$ cat src/prog.hex
// One 16-bit instruction per line, address 0 first; text after // names the instruction
// Byte address = 2 * line index
d802 // 00: xor  r0, r0, r0
d926 // 02: xor  r1, r1, r1
4025 // 04: addi r1, r0, 5
4143 // 06: addi r2, r1, 3     distance 1
407e // 08: addi r3, r0, -2
da30 // 0a: add  r4, r2, r1    distances 2 and 3
d975 // 0c: sub  r5, r1, r3
dd9a // 0e: xor  r6, r5, r4
de7f // 10: and  r7, r6, r3
47f0 // 12: addi r7, r7, -16
80c4 // 14: st   r6, 4(r0)
80e6 // 16: st   r7, 6(r0)
8846 // 18: ld   r2, 6(r0)     same address as last store
8824 // 1a: ld   r1, 4(r0)     earlier store
d94c // 1c: add  r3, r1, r2
6004 // 1e: beqz r0, +4        taken
4081 // 20: addi r4, r0, 1     flushed
40a1 // 22: addi r5, r0, 1     flushed
6302 // 24: beqz r3, +2        not taken
4481 // 26: addi r4, r4, 1
2004 // 28: j    +4
40c3 // 2a: addi r6, r0, 3     flushed
40e3 // 2c: addi r7, r0, 3     flushed
44bf // 2e: addi r5, r4, -1
81a0 // 30: st   r5, 0(r1)
88ca // 32: ld   r6, 10(r0)
0000 // 34: halt
4021 // 36: addi r1, r0, 1     must never commit
0800 // 38: nop

$ cat src/design/proc_pkg.sv
// Shared types, opcodes and memory sizes for the 16-bit pipelined processor; import where needed
`default_nettype none

package proc_pkg;

  // Data, address and instruction word
  typedef logic [15:0] word_t;

  // Index into the eight-entry register file
  typedef logic [2:0] reg_idx_t;

  // Major opcode, instruction bits 15:11
  typedef enum logic [4:0] {
    OP_HALT  = 5'b00000,
    OP_NOP   = 5'b00001,
    OP_J     = 5'b00100,
    OP_ADDI  = 5'b01000,
    OP_BEQZ  = 5'b01100,
    OP_ST    = 5'b10000,
    OP_LD    = 5'b10001,
    OP_RTYPE = 5'b11011
  } opcode_t;

  // Execute-stage operation; SUB is rs minus rt
  typedef enum logic [2:0] {
    ALU_ADD,
    ALU_SUB,
    ALU_XOR,
    ALU_AND,
    ALU_PASS
  } alu_op_t;

  // R-type function field, bits 1:0
  localparam logic [1:0] FN_ADD = 2'b00;
  localparam logic [1:0] FN_SUB = 2'b01;
  localparam logic [1:0] FN_XOR = 2'b10;
  localparam logic [1:0] FN_AND = 2'b11;

  // Bubble injected on stall and flush
  localparam word_t NOP_INSTR = 16'b00001_00000000000;

  localparam int IMEM_WORDS = 256;
  localparam int IMEM_AW    = $clog2(IMEM_WORDS);
  localparam int DMEM_WORDS = 256;
  localparam int DMEM_AW    = $clog2(DMEM_WORDS);

  // ROM image, also read by the testbench model
  localparam string PROG_FILE = "/design/src/prog.hex";

endpackage

`default_nettype wire

$ cat src/design/execute.sv
// Execute stage with ALU, branch resolution, opcode trap and EX/MEM register, used inside proc
`timescale 1ns/100ps
`default_nettype none

module execute (
  input  wire                  clk,
  input  wire                  arst_n,
  input  proc_pkg::opcode_t    id_op,
  input  proc_pkg::alu_op_t    id_alu_op,
  input  proc_pkg::word_t      id_a,
  input  proc_pkg::word_t      id_b,
  input  proc_pkg::word_t      id_imm,
  input  proc_pkg::word_t      id_pc_next,
  input  proc_pkg::reg_idx_t   id_rd,
  input  logic                 id_wr_en,
  output logic                 redirect,
  output proc_pkg::word_t      redirect_pc,
  output proc_pkg::word_t      ex_result,
  output proc_pkg::word_t      ex_store_data,
  output proc_pkg::reg_idx_t   ex_rd,
  output logic                 ex_wr_en,
  output logic                 ex_load,
  output logic                 ex_store,
  output logic                 ex_halt,
  output logic                 err
);

  import proc_pkg::*;

  word_t op_b;
  word_t alu_out;
  logic  legal;
  logic  live;
  logic  halt_seen;

  // Everything behind a HALT is squashed here
  assign live = !halt_seen;
  assign op_b = (id_op == OP_RTYPE) ? id_b : id_imm;

  always_comb begin
    case (id_alu_op)
      ALU_ADD: alu_out = id_a + op_b;
      ALU_SUB: alu_out = id_a - op_b;
      ALU_XOR: alu_out = id_a ^ op_b;
      ALU_AND: alu_out = id_a & op_b;
      default: alu_out = op_b;
    endcase
  end

  always_comb begin
    case (id_op)
      OP_HALT, OP_NOP, OP_ADDI, OP_RTYPE, OP_LD, OP_ST, OP_BEQZ, OP_J: legal = 1'b1;
      default: legal = 1'b0;
    endcase
  end

  assign redirect    = live && ((id_op == OP_BEQZ && id_a == '0) || id_op == OP_J);
  assign redirect_pc = id_pc_next + id_imm;

  always_ff @(posedge clk or negedge arst_n) begin
    if (!arst_n) begin
      ex_wr_en  <= 1'b0;
      ex_load   <= 1'b0;
      ex_store  <= 1'b0;
      ex_halt   <= 1'b0;
      halt_seen <= 1'b0;
      err       <= 1'b0;
    end else begin
      ex_wr_en  <= live && id_wr_en;
      ex_load   <= live && id_op == OP_LD;
      ex_store  <= live && id_op == OP_ST;
      ex_halt   <= live && id_op == OP_HALT;
      halt_seen <= halt_seen || id_op == OP_HALT;
      // Sticky trap
      err       <= err || (live && !legal);
    end
  end

  always_ff @(posedge clk) begin
    ex_result     <= alu_out;
    ex_store_data <= id_b;
    ex_rd         <= id_rd;
  end

  // Both younger instructions reach execute as bubbles after a taken transfer
  a_redirect: assert property (@(posedge clk) disable iff (!arst_n)
    redirect |=> (id_op == OP_NOP && !id_wr_en) ##1 (id_op == OP_NOP && !id_wr_en))
    else $error("younger instructions were not flushed after a redirect");

endmodule

`default_nettype wire

$ cat config.mk
export PLATFORM = sky130hd
export DESIGN_NAME = execute
export DESIGN_NICKNAME = d
export VERILOG_FILES = /design/src/design/proc_pkg.sv /design/src/design/execute.sv
export SDC_FILE = /design/constraint.sdc
export NUM_CORES = 1
export LEC_CHECK = 0
export BUFFER_PORTS_ARGS = -buffer_cell sky130_fd_sc_hd__buf_2
export CAP_MARGIN = 10
export CORE_MARGIN = 8
export CORE_UTILIZATION = 55
export DETAILED_ROUTE_END_ITERATION = 8
export GPL_TIMING_DRIVEN = 1
export HOLD_SLACK_MARGIN = 0.08
export PLACE_DENSITY = 0.83
export SKIP_CTS_REPAIR_TIMING = 1
export SLEW_MARGIN = 20
export SYNTH_ARGS = -nofsm -noshare
export SYNTH_HDL_FRONTEND = slang
export SYNTH_SLANG_ARGS = --single-unit
$ cat constraint.sdc
create_clock -name clk -period 5.6 [get_ports clk]
set_input_delay 0 -clock clk [delete_from_list [all_inputs] [get_ports clk]]
set_output_delay 0 -clock clk [all_outputs]
set_load 0.03 [all_outputs]
==> key figures <==
Status
  • Outcome: complete, no violations

Die
  • FP Rows: 30
  • Io pins: 135
  • Die X-Extent: 98.9 microns
  • Initial Util: 56.2%
  • Die area: 9780 sq um
  • Core area: 6720 sq um
  • Die Y: 98.9 microns

Setup path
  • CP Capture Type: flip-flop
  • Most common cell type on the critical path: nor2_1
  • R2R cell count: 3
  • Data arrival, critical path: 4450 ps
  • Worst Path Required: 5850 ps
  • Crit-path cells: dlygate4sd3_1 > buf_2 > nand4_1 > nor2_4 > mux2i_1 > inv_1 > nor2_1 > nor2_1 > xnor2_1 > ha_1 > or2_2 > o311ai_0 > a211oi_1 > a211oi_2 > nor3b_1 > a2111oi_0 > a22o_1
  • Crit start category: input pin
  • Critical Path Slowest Stage Cell: nor2_4
  • Critical path peak fanout: 28
  • Setup CP Type: input pin to flip-flop
  • CP max stage delay: 650 ps

Final layout
  • Number of fill cells in the layout: 530
  • Reg area: 851 sq um
  • Design Area, Final: 4880 sq um
  • Post-layout util: 72.7%
  • Final nets: 722
  • Share of cells above drive strength 1: 28.8%
  • Layout area overhead: 29.2%
  • Multi-input logic area: 2770 sq um
  • Diodes inserted: 0
  • Post-Layout Cell Count: 678

Yosys
  • Seq/Total Area, Yosys: 22.5%
  • Synthesized Nets: 567
  • Post-synth EDFFs: 0
  • Top_reg_cell synth: dfxtp_1
  • YS warnings: 0
  • Area share of the largest cell type after synthesis: 18.5%
  • Top post-synthesis cells by area: dfxtp_1 (19%), ha_1 (15%), mux2i_1 (5.8%)
  • Synth Instances: 442
  • Count of different cell masters after synthesis: 69
  • Syn Area/Cell: 8.55 sq um
  • Share of synthesized registers carrying an async set or reset: 14.6%
  • FF+latch count, synth: 41
  • Post-synth top area cell: dfxtp_1
  • Post-Syn Area: 3780 sq um

Placed design
  • GPL Wtd Cong: 0.931
  • Setup WS pre-CTS: 1690 ps
  • Final HPWL DP: 9660 microns
  • Placed cell areas: 4500 sq um
  • PortBufs: 134
  • Dpl cells: 643

Clocking
  • Max clock buf depth: 2
  • Clock slew at the register clock pins of the worst setup and hold paths: 90 ps
  • Clk root buf: clkbuf_8
  • TritonCTS buffer count: 5
  • TritonCTS clock tree: built
  • Clock latency on the worst-skew pair: 300 ps
  • Sink Count: 41
  • H-tree depth: 2

STA
  • Max Slew Vio Count: 0
  • Worst clock skew: 4.20 ps
  • Total negative slack: 0 ps
  • FMAX: 238 MHz
  • Fin. Hold Viols: 0
  • Period Utilization, post-route: 75.0%
  • RSZ-0062 raised after global routing: no
  • Actual slew at the worst max-slew pin: 756 ps
  • Min Clock Period, post-route: 4200 ps
  • Slew headroom: 49.5%
  • Final setup margin: 1400 ps
  • # setup viols final: 0

Drt
  • Via density: 6.03
  • Detailed-route via count: 4085
  • DR iter-0 viols: 141
  • WL per Instance: 18.3 microns
  • DRC: 0
  • Pre-Repair DR Iteration Count: 6
  • Final WL: 12400 microns
  • Antenna Nets Post-Route: 0

Flow run
  • Max Cap Viol: 0

Min path
  • Worst hold path class: input pin to flip-flop
  • Hold depth: 3

Global route
  • GRT Total Usage: 23.3%
  • Pin count of the biggest net entering global routing: 33
  • Vias in the first global route: 3994
  • Grt total ovfl: 0
  • Antenna violations before repair: 0
  • First-pass GRT wire length: 18800 microns

Pwr
  • Worst VDD drop: 0.000128 V
  • Cell Pwr Density: 226 nW/um^2
  • Leak pwr: 2.31 nW
==> where the power goes <==
| group | internal [mW] | switching [mW] |
|---|---|---|
| Clock | 0.134 | 0.122 |
| Sequential | 0.318 | 0.00793 |
| Combinational | 0.203 | 0.319 |
| Total | 0.654 | 0.448 |
==> synth_stat cells, types with 2 or more instances <==
cell       count
o21bai_1       2
or2_2          3
mux2i_1       22
and3_1         2
nor3b_1        2
nor4_1        10
nand2b_1       8
a311oi_1       3
o21a_1         8
nor3_1        10
o211ai_1       3
o31ai_1        3
clkbuf_1      10
o21ai_1        2
nand3_1        8
ha_1          45
o31ai_2        2
a21o_1         8
xnor2_1       21
a22o_1         2
a21oi_1       38
nand2_1       22
o311ai_0       2
buf_2          2
dfrtp_1        6
nor2_1        30
a22oi_1        2
a211oi_1       9
o21ai_0       19
dfxtp_1       35
fa_1           2
nor2b_1        5
or4_4          2
a211oi_2       3
nand3b_1       2
o31a_1         2
inv_1         27
xor2_1        12
a221oi_1       2
o2111ai_1      2
mux2_2        10
nand4_1        2
and2_1         2
or3_1          5
==> final cells by class <==
cell class	instances	share of cell area, %
Clock buffer	5	1.41
Inverter	27	2.08
Clock inverter	3	0.948
Multi-Input combinational cell	361	56.8
Timing Repair Buffer	161	19.3
Tap cell	80	2.05
Sequential cell	41	17.4
==> layout by cell type, fill, tap and decap left out, types with 5 or more instances in the layout <==
master | netlist | final
buf_2 | 2 | 134
ha_1 | 45 | 45
a21oi_1 | 38 | 38
dfxtp_1 | 35 | 35
nor2_1 | 30 | 30
inv_1 | 27 | 27
dlygate4sd3_1 | 0 | 27
nand2_1 | 22 | 22
mux2i_1 | 22 | 22
xnor2_1 | 21 | 21
o21ai_0 | 19 | 19
xor2_1 | 12 | 12
mux2_2 | 10 | 10
nor4_1 | 10 | 10
nor3_1 | 10 | 10
a211oi_1 | 9 | 9
nand3_1 | 8 | 8
o21a_1 | 8 | 8
a21o_1 | 8 | 8
nand2b_1 | 8 | 8
dfrtp_1 | 6 | 6
or3_1 | 5 | 5
nor2b_1 | 5 | 5
clkbuf_8 | 0 | 5
==> cell families (layout without fill, tap and decap cells) <==
| logic type | Yosys count | in the layout | share of synthesized area, % |
|---|---|---|---|
| DFF | 41 | 41 | 22.5 |
| AOI/OAI and AO/OA | 127 | 127 | 23.9 |
| buffers and inverters | 40 | 196 | 4.04 |
| muxes | 32 | 32 | 8.81 |
| adders and majority gates | 47 | 47 | 16.0 |
| xor gates and xnor gates | 33 | 33 | 7.65 |
| and+or+nand+nor | 122 | 122 | 17.1 |
==> sequential cells by signal, summed over array words and instances, names as in the netlist <==
name / flops
err: 1
ex_halt: 1
ex_load: 1
ex_rd: 3
ex_result: 16
ex_store: 1
ex_store_data: 16
ex_wr_en: 1
halt_seen: 1
==> stage by stage <==
stage | hold slack [ps] | power, mW
2_1_floorplan | -296 | 0.688
3_3_place_gp | -173 | 0.820
3_5_place_dp | -172 | 0.834
4_1_cts | -507 | 1.09
5_1_grt | 80.8 | 1.16
6_report | 77.2 | 1.10
==> worst max-delay path, delay by kind of cell <==
| kind | cells | cell delay (ps) |
|---|---|---|
| xor+xnor | 1 | 150 |
| buf+inv | 3 | 800 |
| simple gates | 6 | 1520 |
| mux | 1 | 410 |
| compound gates | 5 | 1250 |
| fa+ha+maj | 1 | 310 |
==> routing by layer <==
metal	track usage (%)	up-vias	routed length, microns
met4	7.67	0	314
met3	6.20	31	980
met5	0	-	0
li1	-	1953	-
met1	25.4	1921	4830
met2	42.4	180	6300
==> worst paths after layout <==
| check | slack [ps] | startpoint | endpoint |
|---|---|---|---|
| worst max-delay path | 1400 | id_op[4] | ex_result[13] |
| worst min-delay path | 80 | id_op[3] | ex_halt |
| worst max register to register | 4050 | halt_seen | ex_load |
| worst min register to register | 480 | err | err |
| max in group asynchronous | 4750 | arst_n | err |
| min in group asynchronous | 630 | arst_n | halt_seen |
Power figures use the tool's default switching activity.
