`src/prog.hex`:
```
// One 16-bit instruction per line, address 0 first; text after // names the instruction
// Byte address = 2 * line index
d802 // 00: xor  r0, r0, r0
d926 // 02: xor  r1, r1, r1
4025 // 04: addi r1, r0, 5
4143 // 06: addi r2, r1, 3     distance 1
407e // 08: addi r3, r0, -2
da30 // 0a: add  r4, r2, r1    distances 2 and 3
d975 // 0c: sub  r5, r1, r3
dd9a // 0e: xor  r6, r5, r4
de7f // 10: and  r7, r6, r3
47f0 // 12: addi r7, r7, -16
80c4 // 14: st   r6, 4(r0)
80e6 // 16: st   r7, 6(r0)
8846 // 18: ld   r2, 6(r0)     same address as last store
8824 // 1a: ld   r1, 4(r0)     earlier store
d94c // 1c: add  r3, r1, r2
6004 // 1e: beqz r0, +4        taken
4081 // 20: addi r4, r0, 1     flushed
40a1 // 22: addi r5, r0, 1     flushed
6302 // 24: beqz r3, +2        not taken
4481 // 26: addi r4, r4, 1
2004 // 28: j    +4
40c3 // 2a: addi r6, r0, 3     flushed
40e3 // 2c: addi r7, r0, 3     flushed
44bf // 2e: addi r5, r4, -1
81a0 // 30: st   r5, 0(r1)
88ca // 32: ld   r6, 10(r0)
0000 // 34: halt
4021 // 36: addi r1, r0, 1     must never commit
0800 // 38: nop

```
`src/design/proc_pkg.sv`:
```
// Shared types, opcodes and memory sizes for the 16-bit pipelined processor; import where needed
`default_nettype none

package proc_pkg;

  // Data, address and instruction word
  typedef logic [15:0] word_t;

  // Index into the eight-entry register file
  typedef logic [2:0] reg_idx_t;

  // Major opcode, instruction bits 15:11
  typedef enum logic [4:0] {
    OP_HALT  = 5'b00000,
    OP_NOP   = 5'b00001,
    OP_J     = 5'b00100,
    OP_ADDI  = 5'b01000,
    OP_BEQZ  = 5'b01100,
    OP_ST    = 5'b10000,
    OP_LD    = 5'b10001,
    OP_RTYPE = 5'b11011
  } opcode_t;

  // Execute-stage operation; SUB is rs minus rt
  typedef enum logic [2:0] {
    ALU_ADD,
    ALU_SUB,
    ALU_XOR,
    ALU_AND,
    ALU_PASS
  } alu_op_t;

  // R-type function field, bits 1:0
  localparam logic [1:0] FN_ADD = 2'b00;
  localparam logic [1:0] FN_SUB = 2'b01;
  localparam logic [1:0] FN_XOR = 2'b10;
  localparam logic [1:0] FN_AND = 2'b11;

  // Bubble injected on stall and flush
  localparam word_t NOP_INSTR = 16'b00001_00000000000;

  localparam int IMEM_WORDS = 256;
  localparam int IMEM_AW    = $clog2(IMEM_WORDS);
  localparam int DMEM_WORDS = 256;
  localparam int DMEM_AW    = $clog2(DMEM_WORDS);

  // ROM image, also read by the testbench model
  localparam string PROG_FILE = "/design/src/prog.hex";

endpackage

`default_nettype wire

```
`src/design/decode.sv`:
```
// Decode stage with register file, control, interlock and ID/EX register, used inside proc
`timescale 1ns/100ps
`default_nettype none

module decode (
  input  wire                  clk,
  input  wire                  arst_n,
  input  proc_pkg::word_t      if_instr,
  input  proc_pkg::word_t      if_pc_next,
  input  proc_pkg::reg_idx_t   ex_rd,
  input  proc_pkg::reg_idx_t   mem_rd,
  input  proc_pkg::reg_idx_t   wb_reg,
  input  logic                 ex_wr_en,
  input  logic                 mem_wr_en,
  input  logic                 wb_en,
  input  logic                 redirect,
  input  proc_pkg::word_t      wb_data,
  output logic                 stall,
  output proc_pkg::opcode_t    id_op,
  output proc_pkg::alu_op_t    id_alu_op,
  output proc_pkg::word_t      id_a,
  output proc_pkg::word_t      id_b,
  output proc_pkg::word_t      id_imm,
  output proc_pkg::word_t      id_pc_next,
  output proc_pkg::reg_idx_t   id_rd,
  output logic                 id_wr_en
);

  import proc_pkg::*;

  opcode_t  op;
  alu_op_t  alu_op;
  reg_idx_t rs;
  reg_idx_t rt;
  reg_idx_t rd;
  word_t    imm;
  word_t    rd_a;
  word_t    rd_b;
  logic     wr_en;
  logic     use_a;
  logic     use_b;

  word_t rf [8];

  // Same-cycle writeback is passed straight to the read port
  function automatic word_t rf_read(input reg_idx_t idx);
    if (mem_wr_en && mem_rd == idx) begin
      return wb_data;
    end
    return rf[idx];
  endfunction

  always_ff @(posedge clk) begin
    if (wb_en) begin
      rf[wb_reg] <= wb_data;
    end
  end

  assign op = opcode_t'(if_instr[15:11]);
  assign rs = if_instr[10:8];
  assign rt = if_instr[7:5];

  always_comb begin
    rd_a = rf_read(rs);
    rd_b = rf_read(rt);
  end

  always_comb begin
    alu_op = ALU_PASS;
    rd     = if_instr[7:5];
    imm    = {{11{if_instr[4]}}, if_instr[4:0]};
    wr_en  = 1'b0;
    use_a  = 1'b0;
    use_b  = 1'b0;
    case (op)
      OP_ADDI, OP_LD: begin
        alu_op = ALU_ADD;
        wr_en  = 1'b1;
        use_a  = 1'b1;
      end
      // rt holds the store data
      OP_ST: begin
        alu_op = ALU_ADD;
        use_a  = 1'b1;
        use_b  = 1'b1;
      end
      OP_RTYPE: begin
        rd    = if_instr[4:2];
        wr_en = 1'b1;
        use_a = 1'b1;
        use_b = 1'b1;
        case (if_instr[1:0])
          FN_ADD:  alu_op = ALU_ADD;
          FN_SUB:  alu_op = ALU_SUB;
          FN_XOR:  alu_op = ALU_XOR;
          default: alu_op = ALU_AND;
        endcase
      end
      OP_BEQZ: begin
        imm   = {{8{if_instr[7]}}, if_instr[7:0]};
        use_a = 1'b1;
      end
      OP_J: imm = {{5{if_instr[10]}}, if_instr[10:0]};
      default: ;
    endcase
  end

  // Hold while a source is still being produced in execute or memory
  assign stall = (use_a && ((id_wr_en && id_rd == rs) || (ex_wr_en && ex_rd == rs))) ||
                 (use_b && ((id_wr_en && id_rd == rt) || (ex_wr_en && ex_rd == rt)));

  always_ff @(posedge clk or negedge arst_n) begin
    if (!arst_n) begin
      id_op     <= OP_NOP;
      id_alu_op <= ALU_PASS;
      id_wr_en  <= 1'b0;
    end else if (stall || redirect) begin
      id_op     <= OP_NOP;
      id_alu_op <= ALU_PASS;
      id_wr_en  <= 1'b0;
    end else begin
      id_op     <= op;
      id_alu_op <= alu_op;
      id_wr_en  <= wr_en;
    end
  end

  always_ff @(posedge clk) begin
    id_a       <= rd_a;
    id_b       <= rd_b;
    id_imm     <= imm;
    id_pc_next <= if_pc_next;
    id_rd      <= rd;
  end

  // A stalled instruction must still be waiting in IF/ID afterwards
  a_stall_hold: assert property (@(posedge clk) disable iff (!arst_n)
    (stall && !redirect) |=> ($stable(if_instr) && $stable(if_pc_next)))
    else $error("IF/ID register changed while decode was stalled");

endmodule

`default_nettype wire

```
`config.mk`:
```
export PLATFORM = sky130hd
export DESIGN_NAME = decode
export DESIGN_NICKNAME = d
export VERILOG_FILES = /design/src/design/proc_pkg.sv /design/src/design/decode.sv
export SDC_FILE = /design/constraint.sdc
export NUM_CORES = 1
export LEC_CHECK = 0
export BUFFER_PORTS_ARGS = -buffer_cell sky130_fd_sc_hd__buf_2
export CORE_MARGIN = 3
export CORE_UTILIZATION = 50
export CTS_CLUSTER_DIAMETER = 30
export DETAILED_ROUTE_END_ITERATION = 8
export PLACE_DENSITY = 0.73
export SYNTH_ARGS = -nofsm -noshare
export SYNTH_HDL_FRONTEND = slang
export SYNTH_SLANG_ARGS = --single-unit
```
`constraint.sdc`:
```
create_clock -name clk -period 1.5 [get_ports clk]
set_clock_uncertainty 0.2 [all_clocks]
set_input_delay 0.15 -clock clk [delete_from_list [all_inputs] [get_ports clk]]
set_output_delay 0.15 -clock clk [all_outputs]
set_load 0.01 [all_outputs]
```
==> results of run 1 <==
[area by class of cell]
type | count | area (um^2) | share of cell area
Clock inverter | 13 | 176 | 0.0166
Multi-Input combinational cell | 246 | 2770 | 0.260
Sequential cell | 199 | 5320 | 0.499
Tap cell | 216 | 270 | 0.0254
Timing Repair Buffer | 228 | 1680 | 0.157
Clock buffer | 19 | 443 | 0.0416
[cells in the final DEF (no fill, tap or decap), types with 2 or more instances in the layout]
cell type	Yosys	layout
buf_2	13	138
mux4_2	64	64
nand4_1	6	6
nor2_1	42	41
a21oi_1	36	36
buf_4	13	26
nor4b_4	0	2
nor3_2	0	3
dfxtp_1	62	59
clkbuf_16	0	17
nand2_1	12	12
dfxtp_4	0	2
xnor2_1	19	15
clkinv_2	0	3
mux2_2	3	3
nand2b_1	6	6
bufinv_16	0	4
buf_12	0	15
clkinvlp_4	0	3
mux2i_1	33	33
clkinv_1	0	2
dfstp_2	2	2
xnor2_2	0	4
nor4b_2	0	2
dfrtp_1	7	7
edfxtp_1	128	128
dlygate4sd3_1	0	46
[power groups by stage]
stage | registers [mW] | logic, mW | clock network, mW
after global placement | 6.33 | 1.27 | 0
final | 6.24 | 1.42 | 4.74
after global routing | 6.26 | 1.52 | 5.06
after CTS | 6.24 | 1.41 | 4.81
after detailed placement | 6.35 | 1.30 | 0
after floorplan | 6.41 | 0.667 | 0
[cells in the mapped netlist (all sizes together)]
master   count
edfxtp     128
mux4        64
dfxtp       62
nor2        42
a21oi       36
mux2i       33
buf         31
xnor2       19
nand2       12
dfrtp        7
nand2b       7
nand4        7
nor3         4
nor4b        4
mux2         3
a32oi        2
clkbuf       2
dfstp        2
or2          2
or3          2
a221oi       1
and2         1
nand3        1
nand3b       1
nand4bb      1
nor3b        1
nor4         1
o21ai        1
or4          1
[sequential cells by signal, indices dropped and copies added (netlist names)]
signal      cells
id_op           5
id_imm         11
rf            128
id_b           16
id_a           16
id_wr_en        1
id_rd           3
id_alu_op       3
id_pc_next     16
[worst register-to-register path, stage by stage (launching register included)]
cell	delay, ps
dfxtp_4	370
xnor2_2	130
nand4_1	150
a221oi_4	100
buf_4	150
buf_12	140
or4_4	420
[layer usage]
| metal | up-vias | global-route usage | share of wire |
|---|---|---|---|
| met5 | - | 0 | 0 |
| met3 | 32 | 0.0499 | 0.066 |
| li1 | 2305 | - | - |
| met4 | 0 | 0.0837 | 0.022 |
| met1 | 2553 | 0.276 | 0.39 |
| met2 | 225 | 0.397 | 0.52 |
[final timing paths]
| check | from | to | slack, ps |
|---|---|---|---|
| setup / recovery | id_rd[2] | stall | -540 |
| hold / removal | arst_n | id_op[0] | 20 |
| setup reg to reg | id_rd[2] | id_op[0] | -230 |
| hold reg to reg | rf[4][2] | id_b[2] | 570 |
| max in group asynchronous | arst_n | id_alu_op[1] | 310 |
| min in group clk | if_instr[6] | id_imm[6] | 40 |
[cells by family after synthesis]
logic type	count (synthesis)	share of synthesized area
mux	100	0.220
buf+inv	33	0.0276
compound gates	40	0.0302
simple gates	87	0.0533
flops	199	0.648
xor+xnor	19	0.0203
[per-stage QoR]
step	worst slack (ps)	util	area, um^2	setup TNS, ps
floorplan	-146	-	8240	-10960
global placement	-179	0.592	9430	-5370
detailed placement	-201	0.592	9430	-6490
CTS	-579	0.661	10500	-1470
global route	-628	0.668	10700	-2730
finish	-542	0.668	10700	-2070
[timing repair]
item	4_1_cts	5_1_grt
cloned	0	0
setup endpoints to repair	12	20
hold buffers	47	0
endpoints found under the hold margin	208	0
gates resized for setup	2	18
buffers inserted	0	2
pin swaps	6	12
==> results_dict.tcl, run 1 <==
set metrics [dict create \
    crit_slowest_cell "dfxtp_4" \
    core_area_um2 15900 \
    wl_per_cell_um 21.0 \
    rsz0062_at_grt "true" \
    cts_buffers 17 \
    nets 755 \
    end_kind "output pin" \
    nFillCells 1080 \
    power_frac_comb 0.114 \
    period_needed_ps 2040 \
    netSwitchingFraction 0.220 \
    violations "negative setup slack" \
    synth_top_area_cell "edfxtp_1" \
    first_global_vias 5396 \
    drc_errors 0 \
    yosysWarnings 0 \
    holdCritPathClass "in2async" \
    cp_cell_sequence "xnor2_2 -> nand4_1 -> a221oi_4 -> or2_1 -> buf_2" \
    drtIter0Drc 321 \
    placed_cells 840 \
    layout.cells.non_filler 921 \
    crit_type "reg2out" \
    power.total_mw 12.4 \
    p_int_mw 9.67 \
    crit_path_start_kind "flip-flop" \
    cts_num_sinks 199 \
    drt_wl_total_um 19400 \
    synthesis.nets 541 \
    ant_nets 0 \
    relSlewSlack 0.764 \
    p_leak_nw 4.06 \
    synth_top_area_share 0.469 \
    drv_cap 0 \
    period_share 1.36 \
    layout-drive-gt1-share 0.430 \
    synth_seq_area_share 0.648 \
    grt_start_max_net_pins 33 \
    initial_core_util 0.514 \
    critPathMaxFanout 3 \
    setup_ws_ps -542 \
    hold_violations 0 \
    clock_path_buffers 2 \
    place.gp.congestion 0.875 \
    grt_pass1_wl_um 30300 \
    die_w_um 134 \
    die-area_um2 18000 \
    p_clk_frac 0.383 \
    switching_power_mw 2.72 \
    cts_tree "yes" \
    synthTopCellsByArea "edfxtp_1, mux4_2, dfxtp_1, mux2i_1, a21oi_1" \
    syn_area_per_cell_um2 17.1 \
    antennaDiodeCount 0 \
    numPortBuffers 139 \
    timing.hold.ws_ps 18.9 \
    power_frac_seq 0.503 \
    tightest_slew_ps 353 \
    vias 5115 \
    drtPass1Iterations 5 \
    ys_types 36 \
    yosys_register_bits 199 \
    crit_buf_inv 1 \
    area_growth_pct 30.0 \
    clk_latency_ps 430 \
    status "finished with violations" \
    cp_top_family "flip-flops" \
    worstPathRequired_ps 1150 \
    vias_per_cell 5.55 \
    maxSlewViolCount 0 \
    grt_util_all_layers 0.226 \
    die_y_um 134 \
    setup_violations 11 \
    overflow 0 \
    critPathMaxStageDelay_ps 370 \
    syn_inst 478 \
    htree_levels 4 \
    syn_area_um2 8200 \
    vdd_ir_drop_max_uv 826 \
    pwr_density_cell_nw_per_um2 1160 \
    cp.depth 5 \
    cts-root-buf "clkbuf_16" \
    r2r_cells 6 \
    fmax_mhz 490 \
    cp.arrival_ps 1690 \
    fp-row-count 46 \
    antenna_found_initial 0 \
    cts.clk_slew.worst_paths_ps 60 \
    io_pins 140 \
    hpwl_um 12000 \
]
Power figures use the tool's default switching activity.
==> inputs of run 2 (changes only) <==
--- a/config.mk
+++ b/config.mk
@@ -10,7 +10,7 @@
 export CORE_UTILIZATION = 50
 export CTS_CLUSTER_DIAMETER = 30
 export DETAILED_ROUTE_END_ITERATION = 8
-export PLACE_DENSITY = 0.73
+export PLACE_DENSITY_LB_ADDON = 0.2
 export SYNTH_ARGS = -nofsm -noshare
 export SYNTH_HDL_FRONTEND = slang
 export SYNTH_SLANG_ARGS = --single-unit
==> constraint.sdc (replaced) <==
create_clock -name clk -period 1.5 [get_ports clk]
set_clock_uncertainty 0.2 [all_clocks]
set_input_delay 0 -clock clk [delete_from_list [all_inputs] [get_ports clk]]
set_output_delay 0 -clock clk [all_outputs]
set_load 0.01 [all_outputs]
==> run 2 against run 1 <==
Net effect:
- the flow still finishes with violations (negative setup slack)
- via count is 0.25% higher
- power is 2.1% lower
- clock power is 6.1% lower
- critical path type unchanged
==> results_dict.tcl, run 2 (synthesized netlist as in run 1, its figures left out) <==
set metrics [dict create \
    status "finished with violations" \
    violations "negative setup slack" \
    setup_ws_ps -358 \
    holdCritPathClass "in2reg" \
    crit_slowest_cell "dfxtp_4" \
    utilization 0.677 \
    end_kind "output pin" \
    crit_type "reg2out" \
    clk_latency_ps 430 \
    rsz0062_at_grt "true" \
    period_needed_ps 1860 \
    clock_path_buffers 2 \
    area_growth_pct 31.8 \
    die-area_um2 18000 \
    drtIter0Drc 438 \
    nets 776 \
    cts_buffers 17 \
    setup_violations 10 \
    vias_per_cell 5.44 \
    wl_per_cell_um 20.3 \
    crit_path_start_kind "flip-flop" \
    die_w_um 134 \
    postLayoutCellArea_um2 10800 \
    fin_setup_tns_ps -1740 \
    maxSlewViolCount 0 \
    vdd_ir_drop_max_uv 832 \
    numPortBuffers 139 \
    mostFrequentLayoutCell "buf_2" \
    largest_register_ffs 128 \
    cts-root-buf "clkbuf_16" \
    cp_cell_sequence "xnor2_2 -> nand4_1 -> a221oi_4 -> or2_1 -> buf_2" \
    cts.clk_slew.worst_paths_ps 70 \
    core_area_um2 15900 \
    dpl_cell_area_um2 9350 \
    io_pins 140 \
    drc_errors 0 \
    drtPass1Iterations 4 \
    critPathMaxStageDelay_ps 370 \
    largest-register "rf" \
    cts_num_sinks 199 \
    grt_util_all_layers 0.215 \
    grt_pass1_wl_um 29300 \
    initial_core_util 0.514 \
    layout-drive-gt1-share 0.408 \
    vias 5128 \
    grt_start_max_net_pins 33 \
    fmax_mhz 538 \
    overflow 0 \
    ant_nets 0 \
    htree_levels 4 \
    drv_cap 0 \
    worstPathRequired_ps 1300 \
    antenna_found_initial 0 \
    fp-row-count 46 \
    hold_violations 0 \
    first_global_vias 5266 \
    die_y_um 134 \
    pwr_density_cell_nw_per_um2 1120 \
    cp.arrival_ps 1660 \
    cts_tree "yes" \
    period_share 1.24 \
    critPathMaxFanout 3 \
    tightest_slew_ps 391 \
    place.gp.congestion 0.784 \
    relSlewSlack 0.739 \
    antennaDiodeCount 0 \
    p_leak_nw 4.13 \
    layout_common_cells "buf_2, edfxtp_1, dlygate4sd3_1, mux4_2, dfxtp_1" \
    drt_wl_total_um 19100 \
    hpwl_um 11800 \
]
==> run 2: cell count changes in the layout (fill, tap and decap cells not counted), sizes merged, moves of 2 or more <==
cell | previous run | this run
buf | 180 | 177
bufinv | 4 | 2
clkbuf | 20 | 22
dlygate4sd3 | 46 | 69
==> run 2: repair_timing <==
action	CTS	global route
cloned	0	1
setup buffers	2	2
setup endpoints to repair	9	34
hold endpoints to repair	262	1
pin swaps	4	15
hold buffers	70	1
gates resized for setup	5	18
==> run 2: through the flow <==
stage	hold slack (ps)	setup slack [ps]	total power, mW	std cells
global route	19.2	-411	12.6	942
detailed placement	-346	-76.5	7.63	835
finish	11.0	-358	12.1	942
floorplan	-496	4.05	7.07	478
global placement	-352	-40.0	7.59	835
CTS	0.653	-371	12.2	938
==> run 2: routing by layer <==
layer | wire length [um] | track usage | vias up
met1 | 7760 | 0.279 | 2575
met2 | 10100 | 0.373 | 191
met5 | 0 | 0 | -
met3 | 1120 | 0.0394 | 18
li1 | - | - | 2344
met4 | 215 | 0.0645 | 0
==> run 2: worst paths after layout <==
| kind | from | endpoint | slack, ps | depth (start not counted) |
|---|---|---|---|---|
| setup / recovery | id_rd[1] | stall | -360 | 5 |
| min in group asynchronous | arst_n | id_op[4] | 350 | 3 |
| hold / removal | if_pc_next[9] | id_pc_next[9] | 10 | 2 |
| hold reg to reg | rf[6][11] | id_a[11] | 580 | 3 |
| max in group asynchronous | arst_n | id_op[0] | 430 | 3 |
| setup reg to reg | id_rd[1] | id_op[0] | -210 | 6 |
==> run 2: critical path, delay by kind of cell, from the launching register on <==
kind | cells | cell delay [ps]
compound gates | 1 | 340
xor+xnor | 1 | 120
buf+inv | 1 | 120
flops | 1 | 370
simple gates | 2 | 290
==> run 2: layout make-up <==
type	instances	area, um^2
flip-flops and latches	199	5320
multi-input cells	246	2760
clock inverters	11	126
well taps	216	270
clock buffers	21	440
fillers	1103	5140
repair buffers	249	1880
==> run 2: where the power goes <==
group / internal, mW / leakage (nW) / switching (mW)
Sequential: 6.12 / 1.80 / 0.106
Combinational: 0.764 / 2.06 / 0.695
Clock: 2.47 / 0.267 / 1.98
Total: 9.35 / 4.13 / 2.78
